## src/freq_table.hex

```
// phase increment per sweep point, one 32-bit hex word per line
01480000
01600000
01800000
01a00000
01c00000
01e00000
02000000
02400000
02800000
02c00000
03000000
03800000
04000000
04800000
05000000
06000000

```

## src/verilog/sweep_pkg.sv

```systemverilog
package sweep_pkg;

  // converter and accumulator widths
  localparam int sample_w = 14;
  localparam int phase_w  = 32;
  localparam int delay_w  = 16;

  // sweep and measurement counts
  localparam int point_count   = 16;
  localparam int detect_len    = 8;  // non-negative run needed to arm
  localparam int settle_cycles = 4;  // stimulus crossings after a step
  localparam int meas_cycles   = 4;  // A crossings per window

  localparam string freq_file = "/design/src/freq_table.hex";

  // counter widths
  localparam int detect_cnt_w = $clog2(detect_len);
  localparam int settle_cnt_w = $clog2(settle_cycles);
  localparam int meas_cnt_w   = $clog2(meas_cycles);

  typedef logic signed [sample_w-1:0] sample_t;
  typedef logic [$clog2(point_count)-1:0] point_t;
  typedef logic signed [delay_w-1:0] delay_t;

  // one finished measurement, 48 bits
  typedef struct packed
  {
    point_t  point;
    sample_t peak_a;
    sample_t peak_b;
    delay_t  phase;
  } meas_result_t;

  // sequencer to meter
  typedef struct packed
  {
    logic   launch;
    point_t point;
  } meas_cmd_t;

endpackage

```

## src/verilog/crossing_detect.sv

```systemverilog
module crossing_detect (
  input  logic               clk125,
  input  logic               areset_n,
  input  sweep_pkg::sample_t sample,
  output logic               crossing
);
  import sweep_pkg::*;

  logic [detect_cnt_w-1:0] run_cnt;  // consecutive non-negative samples
  logic                    armed;
  logic                    negative;

  assign negative = sample[$bits(sample)-1];

  always_ff @(posedge clk125 or negedge areset_n)
  begin
    if (!areset_n)
    begin
      run_cnt  <= '0;
      armed    <= 1'b0;
      crossing <= 1'b0;
    end
    else
    begin
      crossing <= 1'b0;
      if (!negative)
      begin
        if (!armed)
        begin
          // arm on the detect_len-th sample of the run
          if (run_cnt == detect_cnt_w'(detect_len - 1))
          begin
            armed   <= 1'b1;
            run_cnt <= '0;
          end
          else
            run_cnt <= run_cnt + 1'b1;
        end
      end
      else
      begin
        run_cnt <= '0;
        if (armed)
        begin
          crossing <= 1'b1;  // first negative after a long enough run
          armed    <= 1'b0;
        end
      end
    end
  end

  // short positive glitches never arm, so noise near zero
  // gives at most one pulse per falling edge

endmodule

```

## src/verilog/phase_meter.sv

```systemverilog
module phase_meter (
  input  logic                    clk125,
  input  logic                    areset_n,
  input  sweep_pkg::meas_cmd_t    cmd,
  input  sweep_pkg::sample_t      adc_a,
  input  sweep_pkg::sample_t      adc_b,
  input  logic                    cross_a,
  input  logic                    cross_b,
  input  logic                    port_busy,
  output logic                    meas_done,
  output sweep_pkg::meas_result_t meas
);
  import sweep_pkg::*;

  // which channel crossed first in the current pair
  typedef enum logic [1:0]
  {
    lead_none,
    lead_a,
    lead_b
  } lead_t;

  lead_t                 lead;
  lead_t                 lead_next;
  logic                  active;    // window open
  logic                  pending;   // result waiting for the port
  logic [meas_cnt_w-1:0] a_cnt;
  logic                  close;
  delay_t                dly_cnt;
  logic                  restart;   // start a new delay count
  logic                  latch_en;
  delay_t                latch_val;

  assign close = active && cross_a && (a_cnt == meas_cnt_w'(meas_cycles - 1));

  // pair up crossings of A and B
  always_comb
  begin
    lead_next = lead;
    restart   = 1'b0;
    latch_en  = 1'b0;
    latch_val = dly_cnt;
    case (lead)
      lead_none:
      begin
        if (cross_a && cross_b)
        begin
          latch_en  = 1'b1;
          latch_val = '0;  // coincident crossings
        end
        else if (cross_a || cross_b)
        begin
          lead_next = cross_a ? lead_a : lead_b;
          restart   = 1'b1;
        end
      end
      lead_a:
      begin
        if (cross_b)
        begin
          latch_en  = 1'b1;
          lead_next = lead_none;
        end
        else if (cross_a)
          restart = 1'b1;  // A again before B, take the newer one
      end
      lead_b:
      begin
        if (cross_a)
        begin
          latch_en  = 1'b1;
          latch_val = -dly_cnt;  // B leads, negative delay
          lead_next = lead_none;
        end
        else if (cross_b)
          restart = 1'b1;
      end
      default: lead_next = lead_none;
    endcase
  end

  always_ff @(posedge clk125 or negedge areset_n)
  begin
    if (!areset_n)
    begin
      active    <= 1'b0;
      pending   <= 1'b0;
      a_cnt     <= '0;
      lead      <= lead_none;
      meas_done <= 1'b0;
    end
    else
    begin
      meas_done <= 1'b0;
      if (cmd.launch)
      begin
        active <= 1'b1;
        a_cnt  <= '0;
        lead   <= lead_none;
      end
      else if (active)
      begin
        lead <= lead_next;
        if (close)
          active <= 1'b0;
        else if (cross_a)
          a_cnt <= a_cnt + 1'b1;
      end
      // done waits here while the port still holds the last result
      if (close)
      begin
        if (port_busy)
          pending <= 1'b1;
        else
          meas_done <= 1'b1;
      end
      else if (pending && !port_busy)
      begin
        pending   <= 1'b0;
        meas_done <= 1'b1;
      end
    end
  end

  always_ff @(posedge clk125)
  begin
    if (cmd.launch)
    begin
      meas.point  <= cmd.point;
      meas.peak_a <= '0;
      meas.peak_b <= '0;
      meas.phase  <= '0;
    end
    else if (active)
    begin
      if (adc_a > meas.peak_a)
        meas.peak_a <= adc_a;
      if (adc_b > meas.peak_b)
        meas.peak_b <= adc_b;
      if (latch_en)
        meas.phase <= latch_val;
      dly_cnt <= restart ? delay_t'(1) : dly_cnt + 1'b1;
    end
  end

endmodule

```

## src/verilog/result_port.sv

```systemverilog
module result_port (
  input  logic                    clk125,
  input  logic                    areset_n,
  input  logic                    meas_done,
  input  sweep_pkg::meas_result_t meas,
  input  logic                    result_ack,
  output logic                    port_busy,
  output logic                    result_req,
  output sweep_pkg::meas_result_t result
);

  // four-phase handshake, busy until ack has returned low
  always_ff @(posedge clk125 or negedge areset_n)
  begin
    if (!areset_n)
    begin
      result_req <= 1'b0;
      port_busy  <= 1'b0;
    end
    else
    begin
      if (meas_done)
      begin
        result_req <= 1'b1;
        port_busy  <= 1'b1;
      end
      else if (result_req)
      begin
        if (result_ack)
          result_req <= 1'b0;  // drop the cycle after ack
      end
      else if (port_busy && !result_ack)
        port_busy <= 1'b0;
    end
  end

  // captured once, then held for the whole transfer
  always_ff @(posedge clk125)
  begin
    if (meas_done)
      result <= meas;
  end

endmodule

```

## src/verilog/sweep_sequencer.sv

```systemverilog
module sweep_sequencer (
  input  logic                 clk125,
  input  logic                 areset_n,
  input  logic                 start,
  input  logic                 stim_crossing,
  input  logic                 meas_done,
  output sweep_pkg::point_t    point,
  output sweep_pkg::meas_cmd_t cmd,
  output logic                 busy,
  output logic                 sweep_done
);
  import sweep_pkg::*;

  typedef enum logic [1:0]
  {
    st_idle,
    st_settle,
    st_measure,
    st_done
  } seq_state_t;

  seq_state_t              state;
  logic [settle_cnt_w-1:0] settle_cnt;
  logic                    launch;

  assign cmd = '{launch: launch, point: point};

  always_ff @(posedge clk125 or negedge areset_n)
  begin
    if (!areset_n)
    begin
      state      <= st_idle;
      point      <= '0;
      settle_cnt <= '0;
      launch     <= 1'b0;
      busy       <= 1'b0;
      sweep_done <= 1'b0;
    end
    else
    begin
      launch <= 1'b0;
      case (state)
        st_idle:
        begin
          if (start)
          begin
            state      <= st_settle;
            point      <= '0;
            settle_cnt <= '0;
            busy       <= 1'b1;
          end
        end
        st_settle:
        begin
          if (stim_crossing)
          begin
            if (settle_cnt == settle_cnt_w'(settle_cycles - 1))
            begin
              launch <= 1'b1;  // tone has settled at this point
              state  <= st_measure;
            end
            else
              settle_cnt <= settle_cnt + 1'b1;
          end
        end
        st_measure:
        begin
          // meter latency varies, wait for its done pulse
          if (meas_done)
          begin
            if (point == point_t'(point_count - 1))
            begin
              state      <= st_done;
              busy       <= 1'b0;
              sweep_done <= 1'b1;
            end
            else
            begin
              point      <= point + 1'b1;
              settle_cnt <= '0;
              state      <= st_settle;
            end
          end
        end
        st_done:
        begin
          if (!start)
          begin
            state      <= st_idle;
            sweep_done <= 1'b0;
          end
        end
        default: state <= st_idle;
      endcase
    end
  end

endmodule

```

## src/verilog/sweep_top.sv

```systemverilog
module sweep_top (
  input  logic                    clk125,
  input  logic                    areset_n,
  input  logic                    start,
  input  sweep_pkg::sample_t      adc_a,
  input  sweep_pkg::sample_t      adc_b,
  input  logic                    result_ack,
  output sweep_pkg::sample_t      stim_sample,
  output logic                    busy,
  output logic                    sweep_done,
  output logic                    result_req,
  output sweep_pkg::meas_result_t result
);
  import sweep_pkg::*;

  sample_t      adc_a_q;
  sample_t      adc_b_q;
  point_t       point;
  meas_cmd_t    cmd;
  meas_result_t meas;
  logic         cross_s;
  logic         cross_a;
  logic         cross_b;
  logic         meas_done;
  logic         port_busy;

  // one register stage on both channels keeps A and B aligned
  always_ff @(posedge clk125 or negedge areset_n)
  begin
    if (!areset_n)
    begin
      adc_a_q <= '0;
      adc_b_q <= '0;
    end
    else
    begin
      adc_a_q <= adc_a;
      adc_b_q <= adc_b;
    end
  end

  tone_source tone_source_i (.clk125, .areset_n, .point, .stim_sample);

  crossing_detect stim_detect_i (.clk125, .areset_n, .sample(stim_sample), .crossing(cross_s));
  crossing_detect a_detect_i (.clk125, .areset_n, .sample(adc_a_q), .crossing(cross_a));
  crossing_detect b_detect_i (.clk125, .areset_n, .sample(adc_b_q), .crossing(cross_b));

  sweep_sequencer sweep_sequencer_i (
    .clk125, .areset_n, .start, .stim_crossing(cross_s), .meas_done,
    .point, .cmd, .busy, .sweep_done
  );

  phase_meter phase_meter_i (
    .clk125, .areset_n, .cmd, .adc_a(adc_a_q), .adc_b(adc_b_q),
    .cross_a, .cross_b, .port_busy, .meas_done, .meas
  );

  result_port result_port_i (
    .clk125, .areset_n, .meas_done, .meas, .result_ack,
    .port_busy, .result_req, .result
  );

endmodule

```

## src/verilog/tone_source.sv

```systemverilog
module tone_source (
  input  logic               clk125,
  input  logic               areset_n,
  input  sweep_pkg::point_t  point,
  output sweep_pkg::sample_t stim_sample
);
  import sweep_pkg::*;

  logic [phase_w-1:0] freq_rom [point_count];
  logic [phase_w-1:0] phase_inc;
  logic [phase_w-1:0] phase_acc;

  initial
  begin
    $readmemh(freq_file, freq_rom);
  end

  // increment follows point one cycle later
  always_ff @(posedge clk125 or negedge areset_n)
  begin
    if (!areset_n)
    begin
      phase_inc <= '0;
      phase_acc <= '0;
    end
    else
    begin
      phase_inc <= freq_rom[point];
      phase_acc <= phase_acc + phase_inc;
    end
  end

  // top bits as signed give a sawtooth, one sign change per period
  always_ff @(posedge clk125 or negedge areset_n)
  begin
    if (!areset_n)
      stim_sample <= '0;
    else
      stim_sample <= sample_t'(phase_acc[phase_w-1 -: sample_w]);
  end

endmodule
```

## config.mk

```make
export PLATFORM = sky130hd
export DESIGN_NAME = sweep_top
export DESIGN_NICKNAME = d
export VERILOG_FILES = /design/src/verilog/sweep_pkg.sv /design/src/verilog/crossing_detect.sv /design/src/verilog/phase_meter.sv /design/src/verilog/result_port.sv /design/src/verilog/sweep_sequencer.sv /design/src/verilog/sweep_top.sv /design/src/verilog/tone_source.sv
export SDC_FILE = /design/constraint.sdc
export NUM_CORES = 1
export LEC_CHECK = 0
export BUFFER_PORTS_ARGS = -buffer_cell sky130_fd_sc_hd__buf_2
export CAP_MARGIN = 20
export CORE_MARGIN = 1
export CORE_UTILIZATION = 45
export DETAILED_ROUTE_END_ITERATION = 8
export PLACE_DENSITY_LB_ADDON = 0.3
export SKIP_CTS_REPAIR_TIMING = 1
export SYNTH_ARGS = -nofsm -noshare
export SYNTH_HDL_FRONTEND = slang
export SYNTH_HIERARCHICAL = 1
export SYNTH_SLANG_ARGS = --single-unit
```

## constraint.sdc

```tcl
create_clock -name clk125 -period 2.3 [get_ports clk125]
set_clock_uncertainty 0.2 [all_clocks]
set_input_delay 0.23 -clock clk125 [delete_from_list [all_inputs] [get_ports clk125]]
set_output_delay 0.23 -clock clk125 [all_outputs]
set_load 0.1 [all_outputs]
```

==> parameters.txt, run 1 <==
Parameter                              Value

Run status
  Run status ... finished, violations left
  Failing checks ... setup timing

Yosys
  YS warnings ... 6
  Cell area after technology mapping ... 7815 um^2
  Syn Inst Count ... 694
  Per-instance average area after synthesis ... 11.26 um^2

GRT
  Via count of the first global-routing pass ... 5523
  Total overflow reported by the global router ... 0
  Aggregate global-route resource usage ... 18.88%
  Largest net degree at the start of global routing ... 40
  Number of antenna violations at the first check in global routing ... 0
  Wire length of the first global-routing pass ... 26.60 mm

Timing
  Clock period minus final worst setup slack ... 2414 ps
  Final Max Slew Viols ... 0
  RSZ-0062 raised after global routing ... yes
  Min setup slack post-route ... -114.0 ps
  Number of hold-slack violations in the final timing report ... 0
  Setup-failing EPs final ... 16
  Max Freq ... 0.4142 GHz
  Relative max-transition margin ... 46.74%
  Final Cycle Share ... 105.0%
  Least-Margin Pin Slew ... 798.9 ps
  Post-Route Setup TNS ... -778.9 ps

Routing
  Post-detailed-route DRC marker count ... 0
  Via density per instance ... 5.273
  Number of optimization iterations in the first detailed-route pass ... 5
  Wire length per cell ... 16.21 um
  DR iter-0 viols ... 295
  Routed wire length ... 17.56 mm
  Total via count after detailed routing ... 5711
  Antenna violation net count after detailed routing ... 0

Layout
  Final core utilization ... 59.34%
  Final net count ... 925
  Fillcell total ... 1316
  Antenna fix cells ... 0
  Area Overhead vs Synth ... 27.27%
  Fraction of layout cells with a size suffix above 1 ... 27.69%

Pwr
  Peak supply drop ... 0.4983 mV
  Ratio of total power to cell area ... 855.0 nW/um^2
  Leakage power total ... 4.112 nW

Critical path
  Required time at the worst-slack endpoint ... 2420 ps
  Slowest stage cell, crit path ... sky130_fd_sc_hd__or4_1
  CP Buf/Inv Count ... 1
  Critical path launch point type ... flip-flop
  Biggest fanout along the worst timing path ... 6
  Largest delay share family, worst path ... simple AND/OR/NAND/NOR gates
  Arrival time of data at the critical path endpoint ... 2530 ps
  CP cell instances ... ha_1 -> nand4_1 -> o21bai_2 -> a31oi_4 -> nor3_4 -> buf_6 -> or4_1 -> o31ai_1
  Crit. End Element ... flip-flop
  Critical path type ... flip-flop to flip-flop
  Biggest cell delay along the critical path ... 430 ps

Clock tree
  Clock transition at path regs ... 60 ps
  Clock Path Buffers ... 2
  Source-to-sink clock delay at the later pin of the worst-skew pair ... 420 ps
  TritonCTS sink count ... 175
  Buffer type at the clock tree root ... sky130_fd_sc_hd__clkbuf_16
  Cts bufs inserted ... 17
  CTS H-tree depth ... 4
  Clock tree from TritonCTS ... done

Place
  HPWL after detailed placement ... 11.47 mm
  Routability congestion estimate from global placement ... 0.8516
  Number of buffer cells added on primary ports ... 82

Floorplanning
  Core Rows ... 47
  Height of the die ... 133.8 um
  Total Die Area ... 17900 um^2
  Chip width ... 133.8 um
  I/O pin cnt ... 97
  Placeable core region ... 16760 um^2
  Initial Utilization ... 46.63%

Flow run
  Number of maximum-capacitance constraint violations ... 0

Min path
  Hold Path Class ... primary input to asynchronous set/reset pin
-- worst paths after layout --
path                                        start                        to  slack [ps]  depth (start not counted)
min reg2reg                phase_meter_i/meas[44]  result_port_i/result[44]         220                          0
min in group clk125        phase_meter_i/meas[44]  result_port_i/result[44]         220                          0
max                                    adc_b_q[4]    phase_meter_i/meas[25]        -110                          8
max reg2reg                            adc_b_q[4]    phase_meter_i/meas[25]        -110                          8
min                                      areset_n    sweep_sequencer_i/busy          70                          2
max in group asynchronous                areset_n                adc_a_q[5]        1170                          3
-- metal layers --
metal,GRT usage [%],wire (um),vias to the layer above
li1,-,-,2765
met1,22.64,7361,2768
met2,33.30,9142,152
met3,4.044,695,26
met4,6.818,357,0
met5,0,0,-
-- registers in the layout, summed over array words and instances (netlist names), 2 cells and up --
name and flops:
a_detect_i/run_cnt 3, adc_b_q 14, sweep_sequencer_i/point 4, b_detect_i/run_cnt 3, phase_meter_i/lead 2, phase_meter_i/meas 48
adc_a_q 14, phase_meter_i/a_cnt 2, stim_detect_i/run_cnt 3, result_port_i/result 48, sweep_sequencer_i/state 2, sweep_sequencer_i/settle_cnt 2
phase_meter_i/dly_cnt 16
-- final cells by class --
cell class	instances	area (um^2)	share of cell area (%)
Sequential cell	175	4511	45.35
Multi-Input combinational cell	434	3194	32.12
Timing Repair Buffer	175	1241	12.48
Clock buffer	19	432.9	4.353
Tap cell	220	275.3	2.768
Inverter	47	176.4	1.774
Clock inverter	13	115.1	1.157
-- report_power, final --
part,switching [mW],leakage [nW],internal [mW],total [mW]
clock,1.17,0.249,1.49,2.66
combinational,1.07,2.12,0.895,1.97
sequential,0.232,1.74,3.65,3.88
-- worst reg2reg max path: cells and delay by family (launching register included) --
kind | cells | cell delay [ps]
AO/OA/AOI/OAI | 3 | 560
adder cells (fa/ha/maj) | 1 | 340
buffers and inverters | 1 | 140
flip-flops | 1 | 400
AND/OR/NAND/NOR | 3 | 680
-- layout by cell type (no fill, tap or decap), types with 7 or more instances in the layout --
cell type                       instances
sky130_fd_sc_hd__buf_2                 82
sky130_fd_sc_hd__edfxtp_1              68
sky130_fd_sc_hd__dfrtp_1               61
sky130_fd_sc_hd__nor2_1                57
sky130_fd_sc_hd__buf_4                 52
sky130_fd_sc_hd__inv_1                 44
sky130_fd_sc_hd__ha_1                  38
sky130_fd_sc_hd__a21oi_1               37
sky130_fd_sc_hd__dfxtp_1               37
sky130_fd_sc_hd__dlygate4sd3_1         31
sky130_fd_sc_hd__o21ai_0               27
sky130_fd_sc_hd__nand2_1               26
sky130_fd_sc_hd__nand3_1               19
sky130_fd_sc_hd__nand2b_1              18
sky130_fd_sc_hd__clkbuf_16             17
sky130_fd_sc_hd__nor3_1                15
sky130_fd_sc_hd__conb_1                14
sky130_fd_sc_hd__xnor2_1               13
sky130_fd_sc_hd__o31ai_1               13
sky130_fd_sc_hd__mux2i_1               12
sky130_fd_sc_hd__or3_1                 10
sky130_fd_sc_hd__a21o_1                 9
sky130_fd_sc_hd__xor2_1                 9
sky130_fd_sc_hd__or4_1                  9
sky130_fd_sc_hd__buf_6                  8
sky130_fd_sc_hd__or4_4                  8
sky130_fd_sc_hd__dfxtp_2                7
-- metrics by stage --
| stage | power [mW] | instances | hold WS [ps] | area [um^2] | setup WS (ps) |
|---|---|---|---|---|---|
| floorplan | 4.873 | 707 | -265.6 | 7875 | 11.61 |
| global placement | 5.289 | 1015 | -22.35 | 8720 | -342.5 |
| detailed placement | 5.390 | 1015 | -23.22 | 8720 | -377.7 |
| CTS | 8.066 | 1047 | -477.6 | 9268 | -401.7 |
| global route | 8.901 | 1083 | 90.66 | 9946 | -152.8 |
| finish | 8.504 | 1083 | 70.18 | 9946 | -114.0 |
No activity file was read; power rests on OpenSTA's default activity.
==> run 2: changes to the inputs <==
GPL_TIMING_DRIVEN = 0   (was not set)
==> parameters.txt, run 2 (synthesized netlist as in run 1, its figures left out) <==
Parameter                              Value

Clock tree
  Cts bufs inserted ... 17 (unchanged)
  Clock transition at path regs ... 70 ps (about the same)
  CTS H-tree depth ... 4 (unchanged)
  TritonCTS sink count ... 175 (unchanged)
  Clock tree from TritonCTS ... done
  Clock Path Buffers ... 2 (unchanged)
  Buffer type at the clock tree root ... sky130_fd_sc_hd__clkbuf_16
  Source-to-sink clock delay at the later pin of the worst-skew pair ... 440 ps (+20 ps)

Timing
  Least-Margin Pin Slew ... 847.4 ps (+48.48 ps)
  Min setup slack post-route ... -59.53 ps (+54.49 ps)
  Number of hold-slack violations in the final timing report ... 0 (unchanged)
  Final Max Slew Viols ... 0 (unchanged)
  Setup-failing EPs final ... 16 (unchanged)
  Relative max-transition margin ... 43.51% (-3.2 points)
  RSZ-0062 raised after global routing ... yes
  Clock period minus final worst setup slack ... 2360 ps (-54.49 ps)
  Fin Hold WS ... 224.9 ps (+154.7 ps)
  Max Freq ... 0.4238 GHz (+2.3%)
  Final Cycle Share ... 102.6% (-2.4 points)

Pwr
  Ratio of total power to cell area ... 844.0 nW/um^2 (-1.3%)
  Sum of internal, switching and leakage power ... 8.520 mW (+0.19%)
  Leakage power total ... 4.189 nW (+1.9%)
  Peak supply drop ... 0.5190 mV (+4.1%)

Floorplanning
  Total Die Area ... 17900 um^2 (unchanged)
  Core Rows ... 47 (unchanged)
  I/O pin cnt ... 97 (unchanged)
  Initial Utilization ... 46.63% (unchanged)
  Chip width ... 133.8 um (unchanged)
  Height of the die ... 133.8 um (unchanged)
  Placeable core region ... 16760 um^2 (unchanged)

Routing
  Routed wire length ... 16.35 mm (-6.9%)
  DR iter-0 viols ... 290 (-1.7%)
  Number of optimization iterations in the first detailed-route pass ... 4 (-1)
  Wire length per cell ... 14.94 um (-7.9%)
  Post-detailed-route DRC marker count ... 0 (unchanged)
  Via density per instance ... 5.159 (-2.2%)
  Antenna violation net count after detailed routing ... 0 (unchanged)
  Total via count after detailed routing ... 5649 (-1.1%)

Place
  Worst slack, placed ... -733.8 ps (-356.1 ps)
  Post-place instance area ... 8583 um^2 (-1.6%)
  Routability congestion estimate from global placement ... 0.8226 (-3.4%)
  Number of buffer cells added on primary ports ... 82 (unchanged)
  HPWL after detailed placement ... 10.22 mm (-11%)

GRT
  Most used routing layer ... met2
  Total overflow reported by the global router ... 0 (unchanged)
  Wire length of the first global-routing pass ... 24.98 mm (-6.1%)
  Via count of the first global-routing pass ... 5144 (-6.9%)
  Number of antenna violations at the first check in global routing ... 0 (unchanged)
  Met3 Track Usage GR ... 3.930% (-0.11 points)
  Met1 Resource Use GR ... 22.84% (+0.20 points)
  Largest net degree at the start of global routing ... 64 (+60%)
  M2 GR Usage ... 29.27% (-4.0 points)
  Aggregate global-route resource usage ... 17.72% (-1.2 points)

Layout
  Post-route standard cell area excluding fillers ... 10090 um^2 (+1.5%)
  Final net count ... 937 (+1.3%)
  Area Overhead vs Synth ... 29.17%
  Most frequent cells in the layout ... sky130_fd_sc_hd__buf_2, sky130_fd_sc_hd__edfxtp_1, sky130_fd_sc_hd__dfrtp_1
  Fraction of layout cells with a size suffix above 1 ... 28.46% (+0.76 points)
  Antenna fix cells ... 0 (unchanged)
  Most common library cell in the layout ignoring fill and taps ... sky130_fd_sc_hd__buf_2
  Largest registers ... phase_meter_i/meas x48, result_port_i/result x48, phase_meter_i/dly_cnt x16
  Final core utilization ... 60.23% (+0.89 points)

Critical path
  Critical path launch point type ... flip-flop
  R2R depth ... 8 (unchanged)
  Arrival time of data at the critical path endpoint ... 2460 ps (-70 ps)
  Critical path type ... flip-flop to flip-flop
  Crit. End Element ... flip-flop
  Biggest fanout along the worst timing path ... 7 (+1)
  Required time at the worst-slack endpoint ... 2400 ps (-20 ps)

Flow run
  Number of maximum-capacitance constraint violations ... 0 (unchanged)

Min path
  Hold Path Class ... primary input to flip-flop
  Hold path cells ... 2

Run status
  Run status ... finished, violations left
  Failing checks ... setup timing
## run 2: cell count changes in the layout (fill, tap and decap cells not counted), sizes merged
| cell | before | now |
|---|---|---|
| inv | 49 | 55 |
| clkbuf | 19 | 39 |
| clkinvlp | 6 | 2 |
| bufinv | 1 | 0 |
| buf | 144 | 135 |
## run 2: cell type report
class,instances,area (um^2)
Tap cell,220,275.3
Clock buffer,18,439.2
Buffer,48,337.8
Clock inverter,14,143.9
Sequential cell,175,4508
Inverter,47,176.4
Multi-Input combinational cell,434,3248
Timing Repair Buffer,139,965.9
Fill cell,1348,6665
## run 2: power breakdown
group          internal (mW)  switching (mW)
clock network           1.47            1.33
logic                  0.851           0.999
registers               3.64           0.235
total                   5.96            2.56
## run 2: path summary, 6_finish.rpt
kind	start	endpoint	slack [ps]
setup / recovery	phase_meter_i/dly_cnt[6]	phase_meter_i/meas[14]	-60
hold / removal	adc_b[3]	adc_b_q[3]	220
setup reg to reg	phase_meter_i/dly_cnt[6]	phase_meter_i/meas[14]	-60
hold reg to reg	phase_meter_i/meas[44]	result_port_i/result[44]	220
max in group asynchronous	areset_n	phase_meter_i/meas_done	1040
min in group asynchronous	areset_n	stim_detect_i/run_cnt[0]	240
## run 2: through the flow
stage	cells	setup TNS [ps]
after floorplan	707	0
after global placement	1009	-23150
after detailed placement	1010	-24130
after CTS	1042	-24980
after global routing	1095	-1885
final	1095	-740.6
## run 2: routing by layer
layer	part of all wire, %	routed length, um
met5	0	0
met4	1.4	227
met3	3.7	604
met2	50	8132
met1	45	7390
## run 2: worst max-delay path, cell delays in order, from the launching register on
cell and delay [ps]:
sky130_fd_sc_hd__edfxtp_1 380, sky130_fd_sc_hd__buf_6 130, sky130_fd_sc_hd__or4_4 510, sky130_fd_sc_hd__buf_8 160
sky130_fd_sc_hd__o31ai_4 270, sky130_fd_sc_hd__nand2_1 100, sky130_fd_sc_hd__xor2_1 160, sky130_fd_sc_hd__a221oi_2 230
sky130_fd_sc_hd__nor3_1 80
==> run 3: changes to the inputs <==
ABC_CLOCK_PERIOD_IN_PS = 2300   (was not set)
BUFFER_PORTS_ARGS = not set   (was -buffer_cell sky130_fd_sc_hd__buf_2)
DONT_BUFFER_PORTS = 1   (was not set)
==> parameters.txt, run 3 (synthesized netlist as in run 1, its figures left out) <==
Parameter                              Value

Run status
  Run status ... finished, violations left
  Failing checks ... setup timing

Routing
  Antenna violation net count after detailed routing ... 0 (unchanged)
  Total via count after detailed routing ... 5524 (-2.2%)
  Routed wire length ... 17.26 mm (+5.5%)
  DR iter-0 viols ... 308 (+6.2%)
  Post-detailed-route DRC marker count ... 0 (unchanged)
  Number of optimization iterations in the first detailed-route pass ... 5 (+1)
  Via density per instance ... 5.448 (+5.6%)
  Wire length per cell ... 17.02 um (+14%)

Place
  Post-place instance area ... 8170 um^2 (-4.8%)
  HPWL after detailed placement ... 10.74 mm (+5.1%)
  Routability congestion estimate from global placement ... 0.8241 (+0.18%)
  Worst slack, placed ... -693.2 ps (+40.61 ps)
  Number of buffer cells added on primary ports ... 0 (-100%)

Critical path
  Biggest fanout along the worst timing path ... 6 (-1)
  FF-to-FF setup slack ... -140 ps (-80 ps)
  Critical path type ... flip-flop to flip-flop
  Slowest stage cell, crit path ... sky130_fd_sc_hd__dfrtp_2
  Startpoint of the worst-slack reg-to-reg timing path ... adc_b_q[13]
  Critical path capture point ... phase_meter_i/meas[26]
  Largest delay share family, worst path ... simple AND/OR/NAND/NOR gates
  Most used cell, CP ... sky130_fd_sc_hd__nor3_4
  Biggest cell delay along the critical path ... 470 ps (-40 ps)
  Depth of the critical timing path with buffers and inverters included ... 8 (unchanged)
  Required time at the worst-slack endpoint ... 2390 ps (about the same)
  Critical path launch point type ... flip-flop
  Crit. End Element ... flip-flop
  R2R depth ... 8 (unchanged)
  CP cell instances ... ha_4 -> and4_4 -> nand2_1 -> o21ai_2 -> nor3_4 -> nor3_4 -> buf_6 -> o31ai_2
  Beginning of the critical path ... adc_b_q[13]
  CP Buf/Inv Count ... 1 (-1)
  Endpoint of the worst-slack reg-to-reg timing path ... phase_meter_i/meas[26]
  Arrival time of data at the critical path endpoint ... 2520 ps (+60 ps)

Flow run
  Number of maximum-capacitance constraint violations ... 0 (unchanged)

Floorplanning
  Core Rows ... 47 (unchanged)
  I/O pin cnt ... 97 (unchanged)
  Chip width ... 133.8 um (unchanged)
  Placeable core region ... 16760 um^2 (unchanged)
  Initial Utilization ... 46.63% (unchanged)
  Height of the die ... 133.8 um (unchanged)
  Total Die Area ... 17900 um^2 (unchanged)

Layout
  Post-route standard cell area excluding fillers ... 9739 um^2 (-3.5%)
  Area Overhead vs Synth ... 24.62%
  Most frequent cells in the layout ... sky130_fd_sc_hd__edfxtp_1, sky130_fd_sc_hd__dfrtp_1, sky130_fd_sc_hd__nor2_1
  Fraction of layout cells with a size suffix above 1 ... 22.04% (-6.4 points)
  Largest registers ... phase_meter_i/meas x48, result_port_i/result x48, phase_meter_i/dly_cnt x16
  Fillcell total ... 1318 (-2.2%)
  Final net count ... 856 (-8.6%)
  Antenna fix cells ... 0 (unchanged)
  Most common library cell in the layout ignoring fill and taps ... sky130_fd_sc_hd__edfxtp_1

GRT
  Met3 Track Usage GR ... 4.271% (+0.34 points)
  Most used routing layer ... met2
  Wire length of the first global-routing pass ... 25.35 mm (+1.5%)
  Number of antenna violations at the first check in global routing ... 0 (unchanged)
  Largest net degree at the start of global routing ... 64 (unchanged)
  Aggregate global-route resource usage ... 18.04% (+0.31 points)
  Via count of the first global-routing pass ... 5201 (+1.1%)
  M2 GR Usage ... 31.09% (+1.8 points)
  Total overflow reported by the global router ... 0 (unchanged)
  Met1 Resource Use GR ... 21.82% (-1.0 points)

Pwr
  Peak supply drop ... 0.5814 mV (+12%)
  Ratio of total power to cell area ... 888.5 nW/um^2 (+5.3%)
  Leakage power total ... 3.913 nW (-6.6%)

Timing
  Relative max-transition margin ... 36.77% (-6.7 points)
  RSZ-0062 raised after global routing ... yes
  Least-Margin Pin Slew ... 950.4 ps (+103.0 ps)
  Setup-failing EPs final ... 17 (+1)
  Min setup slack post-route ... -135.0 ps (-75.48 ps)
  Post-Route Setup TNS ... -1712 ps (-971.9 ps)
  Final Max Slew Viols ... 0 (unchanged)
  Clock period minus final worst setup slack ... 2435 ps (+75.48 ps)
  Max Freq ... 0.4107 GHz (-3.1%)
  Final Cycle Share ... 105.9% (+3.3 points)
  Number of hold-slack violations in the final timing report ... 0 (unchanged)

Clock tree
  CTS H-tree depth ... 4 (unchanged)
  Buffer type at the clock tree root ... sky130_fd_sc_hd__clkbuf_16
  Clock transition at path regs ... 60 ps (about the same)
  Cts bufs inserted ... 17 (unchanged)
  TritonCTS sink count ... 175 (unchanged)
  Source-to-sink clock delay at the later pin of the worst-skew pair ... 420 ps (-20 ps)
  Clock tree from TritonCTS ... done
  Clock Path Buffers ... 2 (unchanged)

Min path
  Origin of the worst min-delay path ... start
  Hold Path Class ... primary input to flip-flop
[run 3: final cells by class]
class	count	area, um^2	area share, %
Buffer	47	322.8	3.314
Clock buffer	20	466.7	4.792
Clock inverter	12	107.6	1.105
Inverter	47	176.4	1.811
Multi-Input combinational cell	434	3288	33.76
Sequential cell	175	4509	46.30
Tap cell	220	275.3	2.826
Timing Repair Buffer	59	593.1	6.089
[run 3: tightest hold or removal path: stages]
cell and delay (ps):
sky130_fd_sc_hd__mux2i_1 100, sky130_fd_sc_hd__o21bai_1 180, sky130_fd_sc_hd__o21ai_0 80
[run 3: metrics by stage]
step / instances / power [mW] / util [%] / hold WS (ps)
2_1_floorplan: 707 / 4.873 / - / -265.6
3_3_place_gp: 927 / 5.103 / 48.63 / -263.8
3_5_place_dp: 928 / 5.201 / 48.75 / -264.6
4_1_cts: 960 / 7.990 / 52.18 / -726.3
5_1_grt: 1014 / 9.047 / 58.11 / 35.99
6_report: 1014 / 8.653 / 58.11 / 5.007
[run 3: power breakdown]
| part | leakage [nW] | internal (mW) | switching [mW] | total [mW] |
|---|---|---|---|---|
| combinational | 1.89 | 0.900 | 1.07 | 1.97 |
| sequential | 1.74 | 3.64 | 0.259 | 3.90 |
| clock | 0.280 | 1.58 | 1.20 | 2.78 |
[run 3: how the worst min path moves through the flow]
stage,end,slack [ps],depth (start not counted)
2_1_floorplan,a_detect_i/armed,-270,0
5_1_grt,sweep_sequencer_i/settle_cnt[0],40,3
3_3_place_gp,sweep_sequencer_i/state[1],-260,0
6_report,sweep_sequencer_i/settle_cnt[1],5,3
3_5_place_dp,sweep_sequencer_i/launch,-260,0
4_1_cts,sweep_sequencer_i/launch,-730,0
[run 3: routing by layer]
layer | vias up | routed length, um | part of all wire (%)
met5 | - | 0 | 0
met4 | 0 | 238 | 1.4
met3 | 21 | 683 | 4.0
met2 | 167 | 8927 | 52
met1 | 2719 | 7410 | 43
li1 | 2617 | - | -
